[config.mk]
export PLATFORM = sky130hd
export DESIGN_NAME = decoder
export DESIGN_NICKNAME = d
export VERILOG_FILES = /design/src/core_pkg.sv /design/src/decoder.sv
export VERILOG_INCLUDE_DIRS = /design/src /design/src/include
export SDC_FILE = /design/constraint.sdc
export NUM_CORES = 1
export LEC_CHECK = 0
export ABC_AREA = 0
export BUFFER_PORTS_ARGS = -buffer_cell sky130_fd_sc_hd__buf_2
export CAP_MARGIN = 20
export CORE_MARGIN = 1
export CORE_UTILIZATION = 28
export CTS_CLUSTER_SIZE = 25
export DETAILED_ROUTE_END_ITERATION = 7
export PLACE_DENSITY_LB_ADDON = 0.1
export SKIP_CTS_REPAIR_TIMING = 1
export SYNTH_ARGS = -nofsm -noshare
export SYNTH_HDL_FRONTEND = slang
export SYNTH_SLANG_ARGS = --single-unit
export TNS_END_PERCENT = 5
[constraint.sdc]
create_clock -name clock -period 0.83 [get_ports clock]
set_clock_uncertainty 0.15 [all_clocks]
set_input_delay 0 -clock clock [delete_from_list [all_inputs] [get_ports clock]]
set_output_delay 0 -clock clock [all_outputs]
set_load 0.01 [all_outputs]
[src/include/core_defs.svh]
`ifndef CORE_DEFS_SVH
`define CORE_DEFS_SVH

// Datapath and storage sizes
`define CORE_DATA_WIDTH        32
`define CORE_INSTR_WIDTH       32
`define CORE_REGS_PER_CHANNEL  16
`define CORE_MAX_CHANNELS      4
`define CORE_PROGRAM_DEPTH     256

//////////////////////////////
// Instruction word layout
//////////////////////////////

`define CORE_OPCODE_MSB  31
`define CORE_OPCODE_LSB  27
`define CORE_DEST_MSB    26
`define CORE_DEST_LSB    23
`define CORE_SRC_A_MSB   22
`define CORE_SRC_A_LSB   19
`define CORE_SRC_B_MSB   18
`define CORE_SRC_B_LSB   15

// Immediate is sign-extended to the data width
`define CORE_IMM_MSB     14
`define CORE_IMM_LSB     0

`endif

[src/core_pkg.sv]
`include "core_defs.svh"

package core_pkg;

    typedef logic [`CORE_DATA_WIDTH-1:0] data_t;
    typedef logic [`CORE_INSTR_WIDTH-1:0] instr_t;
    typedef logic [$clog2(`CORE_PROGRAM_DEPTH)-1:0] pc_t;

    // Channel index, also used for the active channel count minus one
    typedef logic [$clog2(`CORE_MAX_CHANNELS)-1:0] channel_t;
    typedef logic [$clog2(`CORE_REGS_PER_CHANNEL)-1:0] reg_index_t;

    // Channel in the upper bits, register index in the lower bits
    typedef logic [$bits(channel_t)+$bits(reg_index_t)-1:0] reg_addr_t;

    //////////////////////////////
    // Opcodes
    //////////////////////////////

    typedef enum logic [4:0] {
        OP_NOP  = 5'd0,
        OP_ADD  = 5'd1,
        OP_SUB  = 5'd2,
        OP_AND  = 5'd3,
        OP_OR   = 5'd4,
        OP_XOR  = 5'd5,
        OP_SHL  = 5'd6,
        OP_SHR  = 5'd7,
        OP_LDC  = 5'd8,
        OP_MOV  = 5'd9,
        OP_STOP = 5'd10
    } opcode_t;

endpackage

[src/decoder.sv]
`timescale 1ns/1ps
`include "core_defs.svh"

module decoder (
    input  logic                clock,
    input  logic                reset,
    input  logic                issue_valid,
    input  core_pkg::channel_t  issue_channel,
    input  core_pkg::instr_t    instruction,
    output core_pkg::reg_addr_t read_addr_a,
    output core_pkg::reg_addr_t read_addr_b,
    output logic                exec_valid,
    output core_pkg::opcode_t   exec_opcode,
    output core_pkg::reg_addr_t exec_dest,
    output core_pkg::data_t     exec_immediate,
    output logic                stop_seen,
    output logic                illegal_seen
);

    import core_pkg::*;

    localparam int IMM_WIDTH = `CORE_IMM_MSB - `CORE_IMM_LSB + 1;

    opcode_t    opcode;
    reg_index_t dest_index;
    reg_index_t src_a_index;
    reg_index_t src_b_index;
    data_t      immediate;
    logic       known_opcode;

    //////////////////////////////
    // Field extraction
    //////////////////////////////

    assign opcode      = opcode_t'(instruction[`CORE_OPCODE_MSB:`CORE_OPCODE_LSB]);
    assign dest_index  = instruction[`CORE_DEST_MSB:`CORE_DEST_LSB];
    assign src_a_index = instruction[`CORE_SRC_A_MSB:`CORE_SRC_A_LSB];
    assign src_b_index = instruction[`CORE_SRC_B_MSB:`CORE_SRC_B_LSB];
    assign immediate   = {{(`CORE_DATA_WIDTH-IMM_WIDTH){instruction[`CORE_IMM_MSB]}},
                          instruction[`CORE_IMM_MSB:`CORE_IMM_LSB]};

    // Operand reads go to the issuing channel's bank
    assign read_addr_a = {issue_channel, src_a_index};
    assign read_addr_b = {issue_channel, src_b_index};

    always_comb begin
        case (opcode)
            OP_NOP, OP_ADD, OP_SUB, OP_AND, OP_OR, OP_XOR,
            OP_SHL, OP_SHR, OP_LDC, OP_MOV, OP_STOP: known_opcode = 1'b1;
            default: known_opcode = 1'b0;
        endcase
    end

    assign stop_seen    = issue_valid && (opcode == OP_STOP);
    assign illegal_seen = issue_valid && !known_opcode;

    //////////////////////////////
    // Execute register
    //////////////////////////////

    // Nop, stop and illegal words reach the ALU with valid low
    always_ff @(posedge clock) begin
        if (reset) begin
            exec_valid <= 1'b0;
        end else begin
            exec_valid <= issue_valid && known_opcode
                          && (opcode != OP_STOP) && (opcode != OP_NOP);
        end
    end

    always_ff @(posedge clock) begin
        exec_opcode    <= opcode;
        exec_dest      <= {issue_channel, dest_index};
        exec_immediate <= immediate;
    end

endmodule

==> reports/summary.txt <==
area delta synth->final = 76.0%
Hold WS = -0.359 ns
Bufs and invs on worst path = 1
Yosys top cell by area = dfxtp_1
ANT cells = 0
hold_sp = instruction[31]
CP Data Required Time = 0.68 ns
failing checks = hold timing, setup timing
Pleak = 0.000717 uW
yosys warns = 0
Final nets = 190
Final min period = 1.05 ns
#FFs+latches synth = 27
root buf cell = clkbuf_4
Syn Inst Count = 66
largest net degree at the start of global routing = 19
Seq/Total Area, Yosys = 66.2%
WL final = 1870 um
Pwr per Cell Area = 1660 mW/mm^2
multi-input logic area = 58.8 sq um
Total Power = 2380 uW
slowest cell delay on critical path = 0.43 ns
dpl hpwl = 1040 um
total number of vias = 720
GRT Overall Usage = 7.81%
post-route cell area = 0.00144 sq mm
worst hold-check path type = input port to flop
Starting Density = 29.6%
worst-path cell chain = buf_2
status = finished, violations left
vias per inst = 3.93
drt first pass iters = 2
Clock Path Buffers = 2
Hold Fails Final Rpt = 2
placed cell count = 146
IO Count = 95
critical path launch point = exec_immediate[14]$_DFF_P_
final setup margin = -0.218 ns
vias in the first global route = 458
chip height = 56.0 um
Post-Place Setup Slack = 0.0433 ns
fill count = 261
Slew @ Worst Pin = 0.223 ns
# clock sinks = 27
RSZ-0062 raised after global routing = true
first-pass GRT wire length = 1860 um
post-synth top area share = 66.2%
# rows = 19
Initial DRC Count = 11
drt drc = 0
highest clock rate = 954 MHz
post-synth net total = 103
Crit. End Element = primary output
worst relative slew slack = 85.0%
critical path data arrival time = 0.90 ns
Yosys cell types = 10
delay-heaviest family, CP = flip-flops
Finish-stage setup viols = 45
register area = 552 sq um
DIE AREA = 0.00314 sq mm
period utilisation layout = 126%
DRT antenna net count = 0
syn avg cell area = 12.4 sq um
layout cells sized above 1 = 58.6%
IO Port Bufs = 78
initial antenna violation count = 0
placed cell areas = 0.00103 sq mm
global route overflow = 0
Max IR drop VDD = 1.37 mV
CP max FO = 18
Crit Path Category = flop to primary output
Critical-path top delay cell = dfxtp_4
drt wl/cell = 10.2 um
Pins Over Slew Limit = 0
clock slew at reported path FFs = 0.15 ns
GPL Wtd Cong = 0.636
synth top area cells = dfxtp_1 66%, buf_4 27%, nand4bb_1 1.4%
CORE AREA = 0.00276 sq mm
synthesized cell area = 817 sq um
Max-cap violations = 0
CTS tree = yes
# H-tree levels = 1
Worst setup SP type = flop
TritonCTS buffer count = 3
final cell count without fillers = 183
Die X = 56.0 um
Final Util = 52.1%
==> cells in the mapped netlist <==
cell type / number
a21oi_1: 1
buf_4: 29
dfxtp_1: 27
nand2_1: 2
nand2b_1: 1
nand4bb_1: 1
nor2_1: 1
nor4_1: 1
nor4b_1: 1
o21ai_0: 2
==> cells by family (layout without fill, tap and decap cells) <==
kind of cell,count (synthesis),in the layout,share of synthesized area [%]
simple gates,7,7,5.36
flops,27,27,66.2
buf+inv,29,115,26.6
compound gates,3,3,1.84
==> stage by stage <==
stage               TNS, ns  hold slack, ns
finish                -6.13          -0.359
floorplan                 0          -0.122
global placement          0          -0.150
detailed placement        0          -0.150
CTS                   -8.09          -0.395
global route          -8.63          -0.383
==> report_power, final <==
| part | switching, uW | total [uW] | internal [uW] |
|---|---|---|---|
| clock network | 377 | 561 | 184 |
| logic | 175 | 430 | 254 |
| registers | 23.3 | 1390 | 1370 |
==> path summary, 6_finish.rpt <==
| kind | to | slack [ns] | cells after the start |
|---|---|---|---|
| min | exec_opcode[4]$_DFF_P_ | -0.36 | 1 |
| max | exec_immediate[17] | -0.22 | 1 |
==> state kept, by name, summed over array words and instances, names as in the netlist <==
name	cells
exec_immediate	15
exec_dest	6
exec_opcode	5
exec_valid	1
==> routing by layer <==
metal / share of wire [%] / vias up / track usage (%)
li1: - / 353 / -
met1: 32 / 307 / 8.59
met2: 58 / 58 / 11.9
met3: 8.7 / 2 / 3.26
met4: 0.91 / 0 / 5.92
met5: 0 / - / 0
==> cell type report <==
| cell class | instances | share of cell area [%] |
|---|---|---|
| well taps | 31 | 2.70 |
| clock buffers | 3 | 1.57 |
| multi-input cells | 10 | 4.09 |
| repair buffers | 111 | 52.7 |
| clock inverters | 1 | 0.522 |
| flip-flops and latches | 27 | 38.4 |
==> cell usage in the layout (no fill, tap or decap), drive strengths merged <==
master / instances
buf: 78
dlygate4sd3: 33
dfxtp: 27
clkbuf: 3
nand2: 2
o21ai: 2
nand2b: 1
nand4bb: 1
nor2: 1
a21oi: 1
nor4: 1
nor4b: 1
clkinvlp: 1
Power figures use the tool's default switching activity.
