File: src/include/core_defs.svh
`ifndef CORE_DEFS_SVH
`define CORE_DEFS_SVH

// Datapath and storage sizes
`define CORE_DATA_WIDTH        32
`define CORE_INSTR_WIDTH       32
`define CORE_REGS_PER_CHANNEL  16
`define CORE_MAX_CHANNELS      4
`define CORE_PROGRAM_DEPTH     256

//////////////////////////////
// Instruction word layout
//////////////////////////////

`define CORE_OPCODE_MSB  31
`define CORE_OPCODE_LSB  27
`define CORE_DEST_MSB    26
`define CORE_DEST_LSB    23
`define CORE_SRC_A_MSB   22
`define CORE_SRC_A_LSB   19
`define CORE_SRC_B_MSB   18
`define CORE_SRC_B_LSB   15

// Immediate is sign-extended to the data width
`define CORE_IMM_MSB     14
`define CORE_IMM_LSB     0

`endif

File: src/core_pkg.sv
`include "core_defs.svh"

package core_pkg;

    typedef logic [`CORE_DATA_WIDTH-1:0] data_t;
    typedef logic [`CORE_INSTR_WIDTH-1:0] instr_t;
    typedef logic [$clog2(`CORE_PROGRAM_DEPTH)-1:0] pc_t;

    // Channel index, also used for the active channel count minus one
    typedef logic [$clog2(`CORE_MAX_CHANNELS)-1:0] channel_t;
    typedef logic [$clog2(`CORE_REGS_PER_CHANNEL)-1:0] reg_index_t;

    // Channel in the upper bits, register index in the lower bits
    typedef logic [$bits(channel_t)+$bits(reg_index_t)-1:0] reg_addr_t;

    //////////////////////////////
    // Opcodes
    //////////////////////////////

    typedef enum logic [4:0] {
        OP_NOP  = 5'd0,
        OP_ADD  = 5'd1,
        OP_SUB  = 5'd2,
        OP_AND  = 5'd3,
        OP_OR   = 5'd4,
        OP_XOR  = 5'd5,
        OP_SHL  = 5'd6,
        OP_SHR  = 5'd7,
        OP_LDC  = 5'd8,
        OP_MOV  = 5'd9,
        OP_STOP = 5'd10
    } opcode_t;

endpackage

File: src/control_unit.sv
`timescale 1ns/1ps

module control_unit (
    input  logic                clock,
    input  logic                reset,
    input  logic                run,
    input  core_pkg::channel_t  n_channels,
    input  logic                stop_seen,
    input  logic                illegal_seen,
    output core_pkg::pc_t       fetch_addr,
    output logic                issue_valid,
    output core_pkg::channel_t  issue_channel,
    output logic                busy,
    output logic                done,
    output logic                fault
);

    import core_pkg::*;

    pc_t      program_counter;
    channel_t channel;
    channel_t last_channel;
    logic     fetching;
    logic     draining;
    logic     halt;

    // Either flag ends the program
    assign halt = stop_seen || illegal_seen;

    assign fetch_addr = program_counter;

    //////////////////////////////
    // Sequencing
    //////////////////////////////

    always_ff @(posedge clock) begin
        if (reset) begin
            program_counter <= '0;
            channel         <= '0;
            last_channel    <= '0;
            fetching        <= 1'b0;
            draining        <= 1'b0;
            issue_valid     <= 1'b0;
            busy            <= 1'b0;
            done            <= 1'b0;
            fault           <= 1'b0;
        end else begin
            done        <= 1'b0;
            // Valid lags the fetch address by the store read latency
            issue_valid <= fetching && !halt;
            if (run && !busy) begin
                program_counter <= '0;
                channel         <= '0;
                last_channel    <= n_channels;
                fetching        <= 1'b1;
                busy            <= 1'b1;
                fault           <= 1'b0;
            end else if (fetching) begin
                if (halt) begin
                    fetching <= 1'b0;
                    draining <= 1'b1;
                    fault    <= illegal_seen;
                end else if (channel == last_channel) begin
                    channel         <= '0;
                    program_counter <= program_counter + 1'b1;
                end else begin
                    channel <= channel + 1'b1;
                end
            end else if (draining) begin
                // Last writeback lands at this edge
                draining <= 1'b0;
                busy     <= 1'b0;
                done     <= !fault;
            end
        end
    end

    always_ff @(posedge clock) begin
        issue_channel <= channel;
    end

endmodule

File: config.mk
export PLATFORM = sky130hd
export DESIGN_NAME = control_unit
export DESIGN_NICKNAME = d
export VERILOG_FILES = /design/src/core_pkg.sv /design/src/control_unit.sv
export VERILOG_INCLUDE_DIRS = /design/src /design/src/include
export SDC_FILE = /design/constraint.sdc
export NUM_CORES = 1
export LEC_CHECK = 0
export BUFFER_PORTS_ARGS = -buffer_cell sky130_fd_sc_hd__buf_2
export CORE_ASPECT_RATIO = 1.4
export CORE_UTILIZATION = 29
export CTS_CLUSTER_SIZE = 28
export DETAILED_ROUTE_END_ITERATION = 6
export SLEW_MARGIN = 20
export SYNTH_ARGS = -nofsm -noshare
export SYNTH_HDL_FRONTEND = slang
export SYNTH_SLANG_ARGS = --single-unit
File: constraint.sdc
create_clock -name clock -period 1.4 [get_ports clock]
set_input_delay 0.28 -clock clock [delete_from_list [all_inputs] [get_ports clock]]
set_output_delay 0.28 -clock clock [all_outputs]
set_load 0.02 [all_outputs]
==> flow_summary.json, run 1 <==
{
  "leakagePower_nw": 0.499,
  "grt_util_all_layers_pct": 14.2,
  "cts_buffers": 3,
  "synth_largest_area_cell": "dfxtp_1",
  "fillers": 273,
  "synth_top_family_by_area": "simple AND/OR/NAND/NOR gates",
  "antenna_found_initial": 0,
  "powerDensity_nw_per_um2": 850,
  "gp_congestion": 0.822,
  "fmaxAchievable_mhz": 730,
  "syn_inst": 88,
  "path_max_fanout": 5,
  "yosysUniqueCellTypes": 34,
  "routed_wl_mm": 1.88,
  "max_stage_delay_ns": 0.42,
  "drc": 0,
  "final_common_cell": "buf_2",
  "drt-vias-per-instance": 4.77,
  "synth_ff_type": "dfxtp_1",
  "total_power_uw": 995,
  "synth_xor_area_share_pct": 9.28,
  "tightest_slew_ns": 0.365,
  "worstSkewPairLatency_ns": 0.30,
  "report.final.slew_viol_count": 0,
  "multiInputGateArea_um2": 473,
  "synth_edf_count": 0,
  "clk_pin_slew_ns": 0.11,
  "coreArea_um2": 2670,
  "period_needed_ns": 1.37,
  "cp_cell_sequence": "or3b_4 > o31a_1 > o221a_1",
  "grt_overflow": 0,
  "syn_avg_cell_area_um2": 9.50,
  "nets": 133,
  "io_pins": 21,
  "crit_type": "flop to flop",
  "seq_area_frac_synth_pct": 47.9,
  "ys_async_sr_fraction_pct": 0,
  "drive_gt1_share_pct": 45.5,
  "grt_pass1_wl_mm": 3.19,
  "synth_compound_area_share_pct": 10.6,
  "finalSetupViolations": 0,
  "ys_ff_latch": 20,
  "fin_worst_skew_ns": 0.00733,
  "hold_class": "input port to flop",
  "firstDrtPassIters": 4,
  "synthMuxAreaShare_pct": 3.59,
  "ctsHoldBuffers": 0,
  "tritoncts": "built",
  "place_inst": 153,
  "final-hold-violation-count": 0,
  "ant_nets": 0,
  "port_buffers": 20,
  "antenna_cells": 0,
  "crit_family": "compound AO/OA/AOI/OAI gates",
  "max_slew_margin_pct": 75.6,
  "seq_area_um2": 405,
  "status": "complete, no violations",
  "synthAdderAreaFrac_pct": 1.50,
  "grt_pass1_vias": 768,
  "peakVddDrop_v": 0.000649,
  "critPathCaptureType": "flop",
  "setup_tns_ns": 0,
  "arrival_ns": 1.56,
  "drt_iter0_drc": 6,
  "crit_slowest_cell": "or3b_4",
  "initial_utilization_pct": 31.3,
  "cts.sink_count": 20,
  "syn_nets": 96,
  "num_rows": 22,
  "clock_path_buffers": 2,
  "via_count": 758,
  "htree_levels": 1,
  "root_buffer": "clkbuf_4",
  "fin_cells": 159,
  "die_x_um": 47.4,
  "synth.top_cells.by_area": "dfxtp_1 48%, nor2_1 5.8%, xor2_1 4.2%",
  "area_delta_synth_final_pct": 40.0,
  "startpoint_type": "flop",
  "synth-simple-area-share_pct": 24.6,
  "fin_crit_sh_pct": 97.9,
  "yosys_warnings": 0,
  "die_area_um2": 3100,
  "rsz0062_at_grt": "true",
  "max_cap_violations": 0,
  "required_ns": 1.59,
  "synth_top_area_share_pct": 47.9,
  "wl_per_cell_um": 11.8,
  "crit_buf_inv": 0,
  "dieHeight_um": 65.5,
  "grt_max_degree": 11,
  "syn_area_um2": 836,
  "hpwl_mm": 1.42,
  "final_cell_mix": "20 x buf_2, 16 x dfxtp_1, 16 x buf_4"
}
==> stage by stage <==
stage	util [%]	hold WS [ns]	setup WS (ns)	cell area, um2
after floorplan	-	0.346	-0.0464	856
after global placement	40.2	0.443	-0.0980	1070
after detailed placement	40.2	0.458	-0.114	1070
after CTS	41.9	0.211	-0.000395	1120
after global routing	43.8	0.219	-0.0249	1170
final	43.8	0.212	0.0300	1170
==> timing repair <==
action / in CTS / in global routing
setup buffers: 1 / 2
cloned: 0 / 0
resized for setup: 4 / 8
pin swaps: 3 / 4
endpoints found under the setup margin: 6 / 6
==> cell families (layout without fill, tap and decap cells) <==
| group | after synthesis | after routing |
|---|---|---|
| flops | 20 | 20 |
| fa+ha+maj | 1 | 1 |
| mux | 3 | 3 |
| simple gates | 37 | 37 |
| buf+inv | 5 | 40 |
| compound gates | 14 | 14 |
| xor+xnor | 8 | 8 |
==> final timing paths <==
check / from / to / slack [ns] / cells past startpoint
max reg2reg: fetching$_SDFF_PP0_ / channel[1]$_SDFFE_PP0P_ / 0.03 / 3
max: fetching$_SDFF_PP0_ / channel[1]$_SDFFE_PP0P_ / 0.03 / 3
min: n_channels[1] / last_channel[1]$_SDFFE_PP0P_ / 0.21 / 3
min reg2reg: fault$_SDFFE_PP0P_ / done$_SDFF_PP0_ / 0.47 / 1
==> metal layers <==
metal  routed length [um]  global-route usage, %  vias up
met2                  998                   25.0       26
li1                     -                      -      375
met5                    0                      0        -
met1                  759                   16.0      352
met3                   88                   1.65        5
met4                   36                   6.43        0
==> tightest hold or removal path, cell delays in order <==
cell	delay, ns
buf_2	0.07
mux2i_1	0.05
nor2_1	0.07
==> final cells by class <==
class / instances / share of cell area, %
Inverter: 1 / 0.321
Sequential cell: 20 / 34.7
Multi-Input combinational cell: 63 / 40.4
Timing Repair Buffer: 36 / 18.8
Tap cell: 36 / 3.85
Clock buffer: 3 / 1.93
==> synth_stat cells, types with 2 or more instances <==
library cell	number
nor2_2	2
mux2i_1	3
nor4_1	2
dfxtp_1	20
nand4_1	2
o21ai_0	2
nand3_1	3
nor2_1	13
or3_1	2
nand2_1	3
a21oi_1	6
nor3_1	2
xnor2_1	3
clkbuf_1	2
xor2_1	4
==> registers in the layout, summed over array words and instances, names as in the netlist, 2 cells and up <==
name / flops
issue_channel: 2
last_channel: 2
fetch_addr: 8
channel: 2
==> report_power, final <==
part | switching (mW) | total (mW) | internal (mW)
combinational | 0.0679 | 0.128 | 0.0601
sequential | 0.0110 | 0.595 | 0.584
clock | 0.171 | 0.272 | 0.100
total | 0.250 | 0.995 | 0.744
Note: power is estimated with default switching activity, not from simulation.
==> run 2: changes to the inputs <==
--- a/config.mk
+++ b/config.mk
@@ -8,9 +8,10 @@
 export LEC_CHECK = 0
 export BUFFER_PORTS_ARGS = -buffer_cell sky130_fd_sc_hd__buf_2
 export CORE_ASPECT_RATIO = 1.4
-export CORE_UTILIZATION = 29
+export CORE_UTILIZATION = 45
 export CTS_CLUSTER_SIZE = 28
 export DETAILED_ROUTE_END_ITERATION = 6
+export PLACE_DENSITY = 0.72
 export SLEW_MARGIN = 20
 export SYNTH_ARGS = -nofsm -noshare
 export SYNTH_HDL_FRONTEND = slang
==> flow_summary.json, run 2 (synthesis results as in run 1) <==
{
  "ant_nets": 0,
  "grt_max_degree": 13,
  "tritoncts": "built",
  "leakagePower_nw": 0.522,
  "initial_utilization_pct": 47.6,
  "grtUsageMet2_pct": 36.4,
  "fmaxAchievable_mhz": 710,
  "final-hold-violation-count": 0,
  "required_ns": 1.64,
  "path_max_fanout": 4,
  "crit_buf_inv": 2,
  "grt_util_all_layers_pct": 20.5,
  "grt_busiest_layer": "met2",
  "dpl_worst_slack_ns": -0.107,
  "grt_pass1_vias": 725,
  "setup_tns_ns": -0.0148,
  "max_slew_margin_pct": 68.1,
  "status": "complete, but fails checks",
  "finalSetupViolations": 2,
  "fillers": 144,
  "ctsHoldBuffers": 0,
  "drive_gt1_share_pct": 49.6,
  "drt-vias-per-instance": 5.25,
  "period_needed_ns": 1.41,
  "arrival_ns": 1.65,
  "final_common_cell": "buf_2",
  "via_count": 761,
  "crit_type": "flop to flop",
  "cts.sink_count": 20,
  "tightest_slew_ns": 0.476,
  "drc": 0,
  "final_cell_mix": "20 x buf_2, 17 x buf_4, 13 x nor2_1, 13 x dfxtp_1, 6 x dfxtp_2",
  "max_cap_violations": 0,
  "hold_class": "input port to flop",
  "clock_path_buffers": 2,
  "drt_iter0_drc": 8,
  "nets": 134,
  "report.final.slew_viol_count": 0,
  "crit_slowest_cell": "dfxtp_2",
  "clk_pin_slew_ns": 0.11,
  "grt_overflow": 0,
  "hpwl_mm": 1.27,
  "antenna_found_initial": 0,
  "rsz0062_at_grt": "true",
  "critPathCaptureType": "flop",
  "setup_ws_ns": -0.00802,
  "fin_crit_sh_pct": 101,
  "cp_cell_sequence": "xnor2_2 > buf_4 > nand4_1 > buf_4 > or3_1 > a21oi_1",
  "peakVddDrop_v": 0.00105,
  "gp_congestion": 0.738,
  "powerDensity_nw_per_um2": 988,
  "die_x_um": 38.4,
  "cts_buffers": 3,
  "firstDrtPassIters": 4,
  "area_delta_synth_final_pct": 44.2,
  "die_area_um2": 2040,
  "worstSkewPairLatency_ns": 0.30,
  "wl_per_cell_um": 13.0,
  "coreArea_um2": 1760,
  "violations": "setup timing",
  "port_buffers": 20,
  "largest_reg_flops": 8,
  "max_stage_delay_ns": 0.35,
  "io_pins": 21,
  "cpMostUsedCell": "buf_4",
  "routed_wl_mm": 1.88,
  "antenna_cells": 0,
  "fin_worst_skew_ns": 0.00612,
  "root_buffer": "clkbuf_4",
  "crit_family": "simple AND/OR/NAND/NOR gates",
  "met3_usage_pct": 3.78,
  "grt_pass1_wl_mm": 2.93,
  "dieHeight_um": 53.0,
  "met1_usage_pct": 22.3,
  "num_rows": 18,
  "startpoint_type": "flop",
  "htree_levels": 1
}
## run 2: stage by stage
step / hold WS, ns / area [um2] / cells / util, % / power [mW]
2_1_floorplan: 0.346 / 856 / 88 / - / 0.673
3_3_place_gp: 0.452 / 1060 / 138 / 60.3 / 0.723
3_5_place_dp: 0.451 / 1060 / 138 / 60.3 / 0.725
4_1_cts: 0.198 / 1120 / 143 / 63.9 / 1.19
5_1_grt: 0.210 / 1200 / 145 / 68.6 / 1.24
6_report: 0.207 / 1200 / 145 / 68.6 / 1.19
## run 2: repair_timing
action | in CTS | in global routing
pin swaps | 0 | 6
gates resized for setup | 2 | 16
endpoints found under the hold margin | 0 | 0
setup buffers | 1 | 2
endpoints found under the setup margin | 4 | 7
## run 2: per-layer routing
metal	vias up	routed length (um)	share of wire, %
met2	18	1040	55
met4	0	15	0.80
met5	-	0	0
li1	380	-	-
met3	2	46	2.4
met1	361	784	42
## run 2: worst reg2reg max path, cell delays in order (launching register included)
cell     delay, ns
dfxtp_2       0.35
xnor2_2       0.13
buf_4         0.14
nand4_1       0.12
buf_4         0.17
or3_1         0.30
a21oi_1       0.13
## run 2: final cells by class
| type | count | area (um2) | area share, % |
|---|---|---|---|
| Sequential cell | 20 | 412 | 34.2 |
| Timing Repair Buffer | 37 | 228 | 18.9 |
| Tap cell | 20 | 25.0 | 2.08 |
| Clock inverter | 1 | 30.0 | 2.49 |
| Inverter | 1 | 3.75 | 0.312 |
| Multi-Input combinational cell | 63 | 484 | 40.2 |
| Clock buffer | 3 | 22.5 | 1.87 |
## run 2: power by group
part           switching [mW]  leakage [nW]  internal, mW
combinational          0.0693         0.328        0.0620
clock                   0.176        0.0279         0.289
sequential             0.0120         0.166         0.582
total                   0.257         0.522         0.934
## run 2: final timing paths
path | slack, ns | endpoint | cells after the start | startpoint
worst max-delay path | -0.008 | fetch_addr[6]$_SDFFE_PP0P_ | 6 | channel[1]$_SDFFE_PP0P_
worst max register to register | -0.008 | fetch_addr[6]$_SDFFE_PP0P_ | 6 | channel[1]$_SDFFE_PP0P_
worst min register to register | 0.47 | done$_SDFF_PP0_ | 1 | fault$_SDFFE_PP0P_
worst min-delay path | 0.21 | last_channel[0]$_SDFFE_PP0P_ | 2 | reset
==> run 3: changes to the inputs <==
--- a/config.mk
+++ b/config.mk
@@ -11,6 +11,7 @@
 export CORE_UTILIZATION = 45
 export CTS_CLUSTER_SIZE = 28
 export DETAILED_ROUTE_END_ITERATION = 6
+export GPL_TIMING_DRIVEN = 0
 export PLACE_DENSITY = 0.72
 export SLEW_MARGIN = 20
 export SYNTH_ARGS = -nofsm -noshare
==> flow_summary.json, run 3 (synthesis results as in run 1) <==
{
  "place_inst": 128,
  "critPathCaptureType": "flop",
  "total_power_mw": 1.04,
  "report.final.slew_viol_count": 0,
  "drt-vias-per-instance": 5.29,
  "ctsHoldBuffers": 0,
  "setup_ws_ns": 0.0431,
  "powerDensity_nw_per_um2": 904,
  "required_ns": 1.59,
  "nets": 126,
  "coreArea_um2": 1760,
  "fin_cells": 137,
  "finalSetupViolations": 0,
  "antenna_found_initial": 0,
  "drc": 0,
  "status": "complete, no violations",
  "fin_worst_skew_ns": 0.00541,
  "hold_class": "input port to flop",
  "drive_gt1_share_pct": 47.9,
  "wl_per_cell_um": 12.3,
  "clk_pin_slew_ns": 0.11,
  "fmaxAchievable_mhz": 737,
  "period_needed_ns": 1.36,
  "final-hold-violation-count": 0,
  "grt_max_degree": 12,
  "grt_pass1_wl_mm": 2.65,
  "hpwl_mm": 1.15,
  "whs_ns": 0.213,
  "clock_path_buffers": 2,
  "arrival_ns": 1.55,
  "num_rows": 18,
  "seq_area_um2": 413,
  "startpoint_type": "flop",
  "initial_utilization_pct": 47.6,
  "largest_reg_flops": 8,
  "gp_congestion": 0.716,
  "multiInputGateArea_um2": 507,
  "root_buffer": "clkbuf_4",
  "die_x_um": 38.4,
  "routed_wl_mm": 1.69,
  "grt_pass1_vias": 674,
  "crit_type": "flop to flop",
  "die_area_um2": 2040,
  "firstDrtPassIters": 3,
  "tritoncts": "built",
  "fin_crit_sh_pct": 96.9,
  "grt_util_all_layers_pct": 18.7,
  "port_buffers": 20,
  "io_pins": 21,
  "max_cap_violations": 0,
  "final_cell_mix": "21 x buf_2, 13 x nor2_1, 12 x dfxtp_1",
  "drt_iter0_drc": 5,
  "fillers": 151,
  "worstSkewPairLatency_ns": 0.29,
  "leakagePower_nw": 0.471,
  "via_count": 725,
  "max_slew_margin_pct": 73.1,
  "ant_nets": 0,
  "peakVddDrop_v": 0.000572,
  "dieHeight_um": 53.0,
  "tightest_slew_ns": 0.402,
  "path_max_fanout": 6,
  "htree_levels": 1,
  "cts_buffers": 3,
  "grt_overflow": 0,
  "utilization_pct": 65.3,
  "cts.sink_count": 20,
  "area_delta_synth_final_pct": 37.3,
  "dpl_worst_slack_ns": -0.203,
  "final_common_cell": "buf_2",
  "antenna_cells": 0
}
## run 3: cell types whose count changed in the layout (fill, tap and decap cells not counted), sizes merged
cell / change
buf: -9
clkbuf: +2
bufinv: -1
## run 3: path summary, 6_finish.rpt
check	start	endpoint	slack (ns)	cells after the start
max	fetching$_SDFF_PP0_	channel[1]$_SDFFE_PP0P_	0.04	3
max reg2reg	fetching$_SDFF_PP0_	channel[1]$_SDFFE_PP0P_	0.04	3
min	reset	last_channel[0]$_SDFFE_PP0P_	0.21	2
min reg2reg	channel[1]$_SDFFE_PP0P_	issue_channel[1]$_DFF_P_	0.45	0
## run 3: report_power, final
part	total, mW	switching, mW	internal, mW
combinational	0.115	0.0610	0.0542
sequential	0.598	0.0155	0.582
clock	0.324	0.166	0.158
## run 3: area by class of cell
type | count | share of cell area (%)
plain buffers | 2 | 0.872
inverters | 1 | 0.327
repair buffers | 27 | 13.3
multi-input cells | 63 | 44.2
flip-flops and latches | 20 | 36.0
well taps | 20 | 2.18
clock buffers | 4 | 3.16
## run 3: metal layers
| metal | vias up | GRT usage [%] | routed length, um |
|---|---|---|---|
| met3 | 2 | 2.52 | 52 |
| li1 | 368 | - | - |
| met5 | - | 0 | 0 |
| met4 | 0 | 10.3 | 18 |
| met2 | 14 | 33.9 | 935 |
| met1 | 341 | 20.0 | 683 |
## run 3: what timing repair did
action	CTS	global route
pin swaps	4	5
setup endpoints to repair	11	11
gates resized for setup	10	17
buffers inserted	4	3
## run 3: worst max-delay path: stages, from the launching register on
cell and delay, ns:
dfxtp_2 0.35, or3b_4 0.43, o31a_1 0.25, o221a_1 0.22
## run 3: per-stage QoR
stage	cell area, um2	setup TNS [ns]
after floorplan	856	-0.138
after global placement	981	-1.49
after detailed placement	981	-1.57
after CTS	1090	-0.0600
after global routing	1150	-0.0123
final	1150	0
