**src/include/core_defs.svh**
```systemverilog
`ifndef CORE_DEFS_SVH
`define CORE_DEFS_SVH

// Datapath and storage sizes
`define CORE_DATA_WIDTH        32
`define CORE_INSTR_WIDTH       32
`define CORE_REGS_PER_CHANNEL  16
`define CORE_MAX_CHANNELS      4
`define CORE_PROGRAM_DEPTH     256

//////////////////////////////
// Instruction word layout
//////////////////////////////

`define CORE_OPCODE_MSB  31
`define CORE_OPCODE_LSB  27
`define CORE_DEST_MSB    26
`define CORE_DEST_LSB    23
`define CORE_SRC_A_MSB   22
`define CORE_SRC_A_LSB   19
`define CORE_SRC_B_MSB   18
`define CORE_SRC_B_LSB   15

// Immediate is sign-extended to the data width
`define CORE_IMM_MSB     14
`define CORE_IMM_LSB     0

`endif

```
**src/core_pkg.sv**
```systemverilog
`include "core_defs.svh"

package core_pkg;

    typedef logic [`CORE_DATA_WIDTH-1:0] data_t;
    typedef logic [`CORE_INSTR_WIDTH-1:0] instr_t;
    typedef logic [$clog2(`CORE_PROGRAM_DEPTH)-1:0] pc_t;

    // Channel index, also used for the active channel count minus one
    typedef logic [$clog2(`CORE_MAX_CHANNELS)-1:0] channel_t;
    typedef logic [$clog2(`CORE_REGS_PER_CHANNEL)-1:0] reg_index_t;

    // Channel in the upper bits, register index in the lower bits
    typedef logic [$bits(channel_t)+$bits(reg_index_t)-1:0] reg_addr_t;

    //////////////////////////////
    // Opcodes
    //////////////////////////////

    typedef enum logic [4:0] {
        OP_NOP  = 5'd0,
        OP_ADD  = 5'd1,
        OP_SUB  = 5'd2,
        OP_AND  = 5'd3,
        OP_OR   = 5'd4,
        OP_XOR  = 5'd5,
        OP_SHL  = 5'd6,
        OP_SHR  = 5'd7,
        OP_LDC  = 5'd8,
        OP_MOV  = 5'd9,
        OP_STOP = 5'd10
    } opcode_t;

endpackage

```
**src/alu.sv**
```systemverilog
`timescale 1ns/1ps
`include "core_defs.svh"

module alu (
    input  logic                clock,
    input  logic                reset,
    input  logic                exec_valid,
    input  core_pkg::opcode_t   exec_opcode,
    input  core_pkg::reg_addr_t exec_dest,
    input  core_pkg::data_t     exec_immediate,
    input  core_pkg::data_t     operand_a,
    input  core_pkg::data_t     operand_b,
    output logic                result_valid,
    output core_pkg::reg_addr_t result_addr,
    output core_pkg::data_t     result_data
);

    import core_pkg::*;

    localparam int SHIFT_WIDTH = $clog2(`CORE_DATA_WIDTH);

    logic [SHIFT_WIDTH-1:0] shift_amount;
    data_t                  alu_out;

    // Shift distance from the low bits of source B
    assign shift_amount = operand_b[SHIFT_WIDTH-1:0];

    //////////////////////////////
    // Operation select
    //////////////////////////////

    always_comb begin
        case (exec_opcode)
            OP_ADD:  alu_out = operand_a + operand_b;
            OP_SUB:  alu_out = operand_a - operand_b;
            OP_AND:  alu_out = operand_a & operand_b;
            OP_OR:   alu_out = operand_a | operand_b;
            OP_XOR:  alu_out = operand_a ^ operand_b;
            OP_SHL:  alu_out = operand_a << shift_amount;
            OP_SHR:  alu_out = operand_a >> shift_amount;
            OP_LDC:  alu_out = exec_immediate;
            OP_MOV:  alu_out = operand_a;
            default: alu_out = '0;
        endcase
    end

    //////////////////////////////
    // Result register
    //////////////////////////////

    always_ff @(posedge clock) begin
        if (reset) begin
            result_valid <= 1'b0;
        end else begin
            result_valid <= exec_valid;
        end
    end

    always_ff @(posedge clock) begin
        result_addr <= exec_dest;
        result_data <= alu_out;
    end

endmodule

```
**config.mk**
```make
export PLATFORM = sky130hd
export DESIGN_NAME = alu
export DESIGN_NICKNAME = d
export VERILOG_FILES = /design/src/core_pkg.sv /design/src/alu.sv
export VERILOG_INCLUDE_DIRS = /design/src /design/src/include
export SDC_FILE = /design/constraint.sdc
export NUM_CORES = 1
export LEC_CHECK = 0
export ABC_AREA = 1
export BUFFER_PORTS_ARGS = -buffer_cell sky130_fd_sc_hd__buf_2
export CAP_MARGIN = 20
export CELL_PAD_IN_SITES_DETAIL_PLACEMENT = 0
export CELL_PAD_IN_SITES_GLOBAL_PLACEMENT = 1
export CORE_ASPECT_RATIO = 0.6
export CORE_MARGIN = 3
export CORE_UTILIZATION = 27
export DETAILED_ROUTE_END_ITERATION = 6
export PLACE_DENSITY_LB_ADDON = 0.3
export SLEW_MARGIN = 20
export SYNTH_ARGS = -nofsm -noshare
export SYNTH_HDL_FRONTEND = slang
export SYNTH_SLANG_ARGS = --single-unit
```
**constraint.sdc**
```tcl
create_clock -name clock -period 6.1 [get_ports clock]
set_clock_uncertainty 0.2 [all_clocks]
set_input_delay 0.915 -clock clock [delete_from_list [all_inputs] [get_ports clock]]
set_output_delay 0.915 -clock clock [all_outputs]
set_load 0.1 [all_outputs]
```
==> summary.txt, run 1 <==
run status - finished clean
CTS tree - done
final worst-path cycle share - 82.5%
Crit. End Element - flip-flop
worst hold path cell count - 1
crit-path leading delay family - simple AND/OR/NAND/NOR gates
FFs w/ async S/R, synth - 0%
post-synthesis mux area share - 0%
Yosys reg bits - 39
Inst Count DP - 2390
Final Non-Filler Cells - 2398
hold-fix buffer count after cts - 0
Power Density - 143 nW/µm²
dominant cell type by area after synthesis - nand2_1
Hold Crit Class - input port to flip-flop
xor and xnor area share after synthesis - 2.64%
Primary FF master, synth - dfxtp_1
die height - 155 µm
DP Worst Slack - 1030 ps
Adder-Cell Fraction of Synth Area - 12.4%
via/cell ratio - 5.29
vias - 12700
DR iter-0 viols - 1675
# rows - 53
post-route ant nets - 0
crit start category - input port
clock transition at the registers of the reported paths - 70 ps
Post-Route WL - 51100 µm
final worst slack - 1070 ps
vias in the first global route - 11300
Pwr Total - 1.58 mW
WP data required - 6080 ps
Syn Std Cell Area - 9970 µm²
Layout area overhead - 11.4%
H-Tree Depth - 2
Slew @ Worst Pin - 1020 ps
initial antenna violation count - 0
post-CTS sizing - 0
Synth Area in Simple Gates - 54.0%
Synth Instances - 1832
Compound-Gate Fraction of Synth Area - 9.99%
Max Fclk - 199 MHz
Wirelength per Cell - 21.3 µm
hold_ws - 507 ps
min Tclk post-route - 5030 ps
DRC - 0
fraction of layout cells with a size suffix above 1 - 13.3%
Die Width - 254 µm
cell mode on critical path - nand2_1
syn avg cell area - 5.44 µm²
maximum net fanout on the critical path - 36
number of diodes - 0
CP Buf/Inv Count - 4
Initial Util - 27.9%
number of port buffers - 148
Slowest-stage cell, CP - nor2_1
TritonCTS Sinks - 39
Pleak - 6.09 nW
first-pass iteration count of the detailed router - 6
Critical Path AT - 5020 ps
VDD IR max - 0.155 mV
RSZ-0062 raised after global routing - no
CORE AREA - 35700 µm²
fin area - 11100 µm²
Final HPWL DP - 42300 µm
layout net count - 2138
worst path cell trace - buf_2, inv_8, ha_1, inv_1, nor3_2, inv_2, nor2_4, nand2_2, nor2_2, a21oi_1, xor2_1, ha_1, nand2_1, nor2_1, nand2_1, nor3_1, nand2_1, nand2_1, nand2_1, nand3_1, nand2_1
All-Layer GR Usage - 25.4%
CP peak stage delay - 490 ps
critical path depth - 21
sequential-to-total area share from yosys stat - 7.83%
IO Count - 149
setup TNS - 0 ps
clk buf depth - 2
Layout Utilization - 31.1%
Distinct cells, synth - 52
most frequent cell after synthesis - nand2_1
Placement Cell Area - 10900 µm²
top cells by count, synth - nand2_1 (624), nand3_1 (310), inv_1 (212)
die area - 39300 µm²
Yosys top cell area share - 23.5%
GR Overflow Total - 0
Slew Viols, Final - 0
Root Buffer - clkbuf_16
Placer Congestion - 1.02
number of synthesized flops with an enable pin - 0
main combinational cell family by area after synthesis - simple AND/OR/NAND/NOR gates
CTS buffer count - 5
global-route wire length before repair - 74400 µm
# setup viols final - 0
largest net degree at the start of global routing - 67
post-CTS setup buffer count - 0
dominant cells by area after synthesis - nand2_1 (23%), nand3_1 (16%), ha_1 (12%), inv_1 (8.0%), dfxtp_1 (7.8%)
YS warnings - 0
Hold Violations, Final - 0
Max-Cap Viols - 0
Slew headroom - 31.8%
synthesized net count - 2040
critical path type - input port to flip-flop
-- registers in the layout, summed over array words and instances, names as in the netlist --
register / cells
result_addr: 6
result_data: 32
result_valid: 1
-- path summary, 6_finish.rpt --
path | endpoint | from | slack, ps
setup / recovery | result_data[27] | operand_b[0] | 1070
hold / removal | result_addr[2] | exec_dest[2] | 510
-- layout make-up --
| type | count | area [µm²] |
|---|---|---|
| Timing Repair Buffer | 161 | 838 |
| Sequential cell | 39 | 781 |
| Multi-Input combinational cell | 1498 | 7870 |
| Inverter | 225 | 855 |
| Fill cell | 4182 | 24600 |
| Clock buffer | 6 | 139 |
| Clock inverter | 2 | 35.0 |
| Tap cell | 467 | 584 |
-- cell families after synthesis --
logic type                 Yosys count
adders and majority gates           98
buffers and inverters              295
DFF                                 39
AOI/OAI and AO/OA                  179
and+or+nand+nor                   1191
xor gates and xnor gates            30
-- layout by cell type (no fill, tap or decap), types with 5 or more instances in the layout --
cell type / count
nand2_1: 624
nand3_1: 310
inv_1: 212
buf_2: 148
nor2_1: 115
ha_1: 97
a21oi_1: 62
o21ai_0: 61
dfxtp_1: 39
xor2_1: 30
nand2_2: 29
nand3b_1: 23
o21ai_1: 21
nor3_1: 19
o211ai_1: 19
nand4_1: 16
buf_4: 13
inv_2: 10
and2_1: 10
nand2_4: 8
nand3_2: 7
nor2_4: 6
or2_2: 6
nor2_2: 5
clkbuf_16: 5
-- where the power goes --
part / switching [mW] / internal [mW] / total (mW) / leakage [nW]
Combinational: 0.721 / 0.242 / 0.963 / 5.69
Sequential: 0.00650 / 0.275 / 0.281 / 0.322
Clock: 0.135 / 0.204 / 0.340 / 0.0868
Total: 0.863 / 0.721 / 1.58 / 6.09
-- layer usage --
metal  share of wire (%)  track usage (%)
met1                  50             40.7
met2                  37             33.6
met3                  11             6.03
met4                 1.6             4.25
met5                   0                0
Power figures use the tool's default switching activity.
==> inputs of run 2 (changes only) <==
==> constraint.sdc (replaced) <==
create_clock -name clock -period 4.7 [get_ports clock]
set_clock_uncertainty 0.2 [all_clocks]
set_input_delay 0.705 -clock clock [delete_from_list [all_inputs] [get_ports clock]]
set_output_delay 0.705 -clock clock [all_outputs]
set_load 0.1 [all_outputs]
==> summary.txt, run 2 (synthesized netlist as in run 1, its figures left out) <==
run status - finished clean
vias in the first global route - 11200 (-0.52%)
clk buf depth - 2 (unchanged)
Switching Fraction - 54.2% (-0.25 points)
critical path type - input port to flip-flop
Slew Viols, Final - 0 (unchanged)
Max-Cap Viols - 0 (unchanged)
Pleak - 6.13 nW (+0.61%)
# setup viols final - 0 (unchanged)
P_sw - 1.11 mW (+29%)
Max Fclk - 240 MHz
Gate power share - 61.1% (+0.3 points)
Die Width - 254 µm (unchanged)
worst hold path cell count - 1 (unchanged)
Crit. End Element - flip-flop
WP data required - 4710 ps (-1370 ps)
GR Overflow Total - 0 (unchanged)
number of port buffers - 148 (unchanged)
vias - 12500 (-1.3%)
Slew @ Worst Pin - 964 ps (-56.7 ps)
post-CTS setup buffer count - 0 (unchanged)
Flop pwr share - 17.8% (about the same)
Pwr Total - 2.05 mW (+30%)
Layout Utilization - 31.3% (+0.17 points)
post-route ant nets - 0 (unchanged)
Layout area overhead - 12.0%
Wirelength per Cell - 21.3 µm (+0.14%)
layout net count - 2146 (+0.37%)
fillcell total - 4176 (-0.14%)
hold-fix buffer count after cts - 0 (unchanged)
IO Count - 149 (unchanged)
fraction of layout cells with a size suffix above 1 - 13.6% (+0.36 points)
VDD IR max - 0.148 mV (-4.5%)
CTS buffer count - 5 (unchanged)
post-CTS sizing - 0 (unchanged)
most common cell after layout, fill and taps aside - nand2_1
CTS tree - done
Largest regs - result_data x32, result_addr x6, result_valid x1
fin area - 11200 µm² (+0.54%)
# rows - 53 (unchanged)
clock transition at the registers of the reported paths - 70 ps (about the same)
Slew headroom - 35.6% (+3.8 points)
area of the multi-input gates - 7870 µm² (unchanged)
die area - 39300 µm² (unchanged)
DR iter-0 viols - 1576 (-5.9%)
min Tclk post-route - 4170 ps
Placement Cell Area - 11000 µm² (+0.55%)
Placer Congestion - 0.998 (-2.3%)
Hold Violations, Final - 0 (unchanged)
Power Density - 184 nW/µm² (+29%)
Sequential cell area - 781 µm² (unchanged)
Hold Crit Class - input port to flip-flop
final worst-path cycle share - 88.8%
RSZ-0062 raised after global routing - no
die height - 155 µm (unchanged)
Initial Util - 27.9% (unchanged)
first-pass iteration count of the detailed router - 6 (unchanged)
DRC - 0 (unchanged)
maximum net fanout on the critical path - 5 (-86%)
Critical Path AT - 4180 ps (-840 ps)
clock share of power - 21.2% (-0.2 points)
largest reg by FF count - result_data
H-Tree Depth - 2 (unchanged)
Post-Route WL - 51300 µm (+0.48%)
setup TNS - 0 ps (unchanged)
via/cell ratio - 5.20 (-1.7%)
Root Buffer - clkbuf_16
CORE AREA - 35700 µm² (unchanged)
largest net degree at the start of global routing - 66 (-1.5%)
crit start category - input port
initial antenna violation count - 0 (unchanged)
number of diodes - 0 (unchanged)
global-route wire length before repair - 74400 µm (about the same)
most frequent cells in the layout - nand2_1 (624), nand3_1 (310), inv_1 (212), buf_2 (148), nor2_1 (115)
number of flip-flops in the largest register - 32 (unchanged)
Final HPWL DP - 43200 µm (+2.1%)
hold_ws - 293 ps (-214 ps)
All-Layer GR Usage - 25.5% (+0.095 points)
TritonCTS Sinks - 39 (unchanged)
P_int - 0.940 mW (+30%)
run 2: changes by cell type in the layout (fill, tap and decap cells not counted), sizes merged:
cell	change
buf	+8
run 2: power groups by stage:
| stage | clock network (mW) | registers, mW | logic, mW |
|---|---|---|---|
| 6_report | 0.434 | 0.364 | 1.25 |
| 4_1_cts | 0.446 | 0.365 | 1.23 |
| 5_1_grt | 0.459 | 0.367 | 1.37 |
| 3_3_place_gp | 0 | 0.373 | 1.23 |
| 2_1_floorplan | 0 | 0.561 | 0.650 |
| 3_5_place_dp | 0 | 0.373 | 1.22 |
run 2: final cells by class:
type                       count  share of cell area, %
sequential                    39                   6.99
clock inverter                 2                  0.314
clock buffer                   6                   1.24
tap                          467                   5.23
timing repair buffer         169                   8.05
inverter                     225                   7.65
multi-input combinational   1498                   70.5
run 2: through the flow:
step	instances	setup slack (ps)
2_1_floorplan	1832	1030
3_3_place_gp	2398	395
3_5_place_dp	2398	358
4_1_cts	2406	656
5_1_grt	2406	344
6_report	2406	526
run 2: worst paths after layout:
kind                  slack [ps]         start         endpoint
worst max-delay path         530  operand_b[0]  result_data[17]
worst min-delay path         290  exec_dest[2]   result_addr[2]
run 2: routing by layer:
| metal | vias up | wire (µm) | track usage [%] | part of all wire (%) |
|---|---|---|---|---|
| li1 | 6131 | - | - | - |
| met1 | 5724 | 26100 | 40.7 | 51 |
| met4 | 0 | 854 | 4.33 | 1.7 |
| met2 | 618 | 18700 | 33.2 | 36 |
| met3 | 41 | 5710 | 6.88 | 11 |
| met5 | - | 0 | 0 | 0 |
run 2: critical path, cell delays in order:
cell and delay [ps]:
buf_2 130, inv_8 50, ha_1 200, inv_1 70, nor3_2 300, inv_2 110, nor2_4 170, nand2_2 100
nand2_1 110, o21ai_1 90, xor2_1 160, ha_1 350, nand2_1 150, inv_1 50, nand2_1 60, nand2_1 150
a21oi_1 500, nand3_1 350, nand2_1 130, nand2_1 60, o21ai_1 170
==> inputs of run 3 (changes only) <==
==> constraint.sdc (replaced) <==
create_clock -name clock -period 4.7 [get_ports clock]
set_clock_uncertainty 0.2 [all_clocks]
set_input_delay 1.41 -clock clock [delete_from_list [all_inputs] [get_ports clock]]
set_output_delay 1.41 -clock clock [all_outputs]
set_load 0.1 [all_outputs]
==> summary.txt, run 3 (synthesized netlist as in run 1, its figures left out) <==
initial antenna violation count - 1 (+1)
via/cell ratio - 5.16 (-0.79%)
area of the multi-input gates - 7890 µm² (+0.22%)
crit start category - input port
final worst-path cycle share - 96.6% (+7.8 points)
CORE AREA - 35700 µm² (unchanged)
Slew @ Worst Pin - 917 ps (-47.7 ps)
most frequent cells in the layout - nand2_1 (624), nand3_1 (310), inv_1 (212), buf_2 (148), nor2_1 (109)
TritonCTS Sinks - 39 (unchanged)
most common cell after layout, fill and taps aside - nand2_1
Root Buffer - clkbuf_16
Pwr Total - 2.02 mW (-1.8%)
Layout area overhead - 14.9%
Die Width - 254 µm (unchanged)
number of port buffers - 148 (unchanged)
CTS buffer count - 5 (unchanged)
global-route wire length before repair - 74800 µm (+0.54%)
DRC - 0 (unchanged)
min-delay src - exec_dest[1]
Largest regs - result_data x32, result_addr x6, result_valid x1
largest reg by FF count - result_data
WHS Endpoint - result_addr[1]
Crit. End Element - flip-flop
Inst Count DP - 2437 (+1.6%)
number of diodes - 0 (unchanged)
clock transition at the registers of the reported paths - 70 ps (about the same)
maximum net fanout on the critical path - 4 (-1)
fillcell total - 4175 (-0.024%)
Slew headroom - 38.8% (+3.3 points)
Max Fclk - 220 MHz (-8.1%)
die height - 155 µm (unchanged)
min Tclk post-route - 4540 ps (+367 ps)
clk buf depth - 2 (unchanged)
Wirelength per Cell - 20.8 µm (-2.3%)
RSZ-0062 raised after global routing - no
WP data required - 4680 ps (-30 ps)
Post-Route WL - 51000 µm (-0.71%)
run status - finished clean
hold-fix buffer count after cts - 0 (unchanged)
Sequential cell area - 781 µm² (unchanged)
Hold Violations, Final - 0 (unchanged)
post-route ant nets - 0 (unchanged)
hold_ws - 1000 ps (+711 ps)
Pleak - 6.31 nW (+2.8%)
Power Density - 176 nW/µm² (-4.3%)
die area - 39300 µm² (unchanged)
vias in the first global route - 11300 (+0.97%)
All-Layer GR Usage - 25.5% (about the same)
Max-Cap Viols - 0 (unchanged)
Critical Path AT - 4520 ps (+340 ps)
Final HPWL DP - 43100 µm (-0.19%)
H-Tree Depth - 2 (unchanged)
Placer Congestion - 0.990 (-0.82%)
largest net degree at the start of global routing - 66 (unchanged)
CTS tree - done
critical path type - input port to flip-flop
Hold Crit Class - input port to flip-flop
first-pass iteration count of the detailed router - 6 (unchanged)
GR Overflow Total - 0 (unchanged)
layout net count - 2185 (+1.8%)
# rows - 53 (unchanged)
VDD IR max - 0.113 mV (-24%)
number of flip-flops in the largest register - 32 (unchanged)
Final Non-Filler Cells - 2445 (+1.6%)
post-CTS setup buffer count - 0 (unchanged)
Slew Viols, Final - 0 (unchanged)
vias - 12600 (+0.82%)
fraction of layout cells with a size suffix above 1 - 15.6% (+2.0 points)
IO Count - 149 (unchanged)
DR iter-0 viols - 1621 (+2.9%)
Initial Util - 27.9% (unchanged)
# setup viols final - 0 (unchanged)
worst hold path cell count - 1 (unchanged)
run 3: cell count changes in the layout (fill, tap and decap cells not counted), sizes merged:
cell    change
clkbuf      +1
bufinv      -1
buf        +39
run 3: layout make-up:
type	count	share of cell area [%]
inverters	225	7.46
multi-input cells	1498	68.9
well taps	467	5.10
repair buffers	208	10.5
flip-flops and latches	39	6.82
clock inverters	1	0.0437
clock buffers	7	1.16
run 3: layer usage:
metal	track usage (%)	share of wire [%]	vias up	wire length [µm]
met3	5.15	9.9	45	5070
met2	34.1	37	622	18900
met5	0	0	-	0
met4	3.93	1.8	0	914
li1	-	-	6199	-
met1	41.2	51	5750	26100
run 3: worst max path at each step:
stage                      start         endpoint  slack [ps]  cells past startpoint
finish              operand_b[0]  result_data[31]         160                     22
global route        operand_b[0]  result_data[31]          10                     22
CTS                 operand_b[0]  result_data[26]         190                     21
detailed placement  operand_b[0]  result_data[26]        -110                     21
global placement    operand_b[0]  result_data[26]        -160                     21
floorplan           operand_b[1]  result_data[13]         320                     23
run 3: stage by stage:
| stage | area [µm²] | worst slack [ps] | setup TNS, ps | utilization, % |
|---|---|---|---|---|
| 6_report | 11500 | 160 | 0 | 32.1 |
| 5_1_grt | 11500 | 10.7 | 0 | 32.1 |
| 4_1_cts | 11400 | 188 | 0 | 32.1 |
| 3_5_place_dp | 11300 | -109 | -252 | 31.7 |
| 3_3_place_gp | 11300 | -163 | -395 | 31.7 |
| 2_1_floorplan | 9970 | 321 | 0 | - |
run 3: worst max-delay path, stage by stage:
cell,delay (ps)
buf_2,140
inv_8,60
ha_1,170
inv_1,60
nor3_2,260
inv_2,120
nor2_4,170
nand2_2,110
o21ai_0,230
xor2_1,170
ha_1,280
nand2_1,240
inv_1,70
nand2_1,70
nand2_1,150
a21oi_1,160
nand2_1,140
buf_4,200
a21oi_1,120
nand2_1,60
nand3_1,60
nand2_1,60
run 3: report_power, final:
group	switching (mW)	internal, mW
registers	0.00660	0.356
logic	0.946	0.348
clock network	0.162	0.197
run 3: what timing repair did:
action                     in CTS  in global routing
setup endpoints to repair       0                  4
hold endpoints to repair        0                  0
gates resized for setup         0                  7
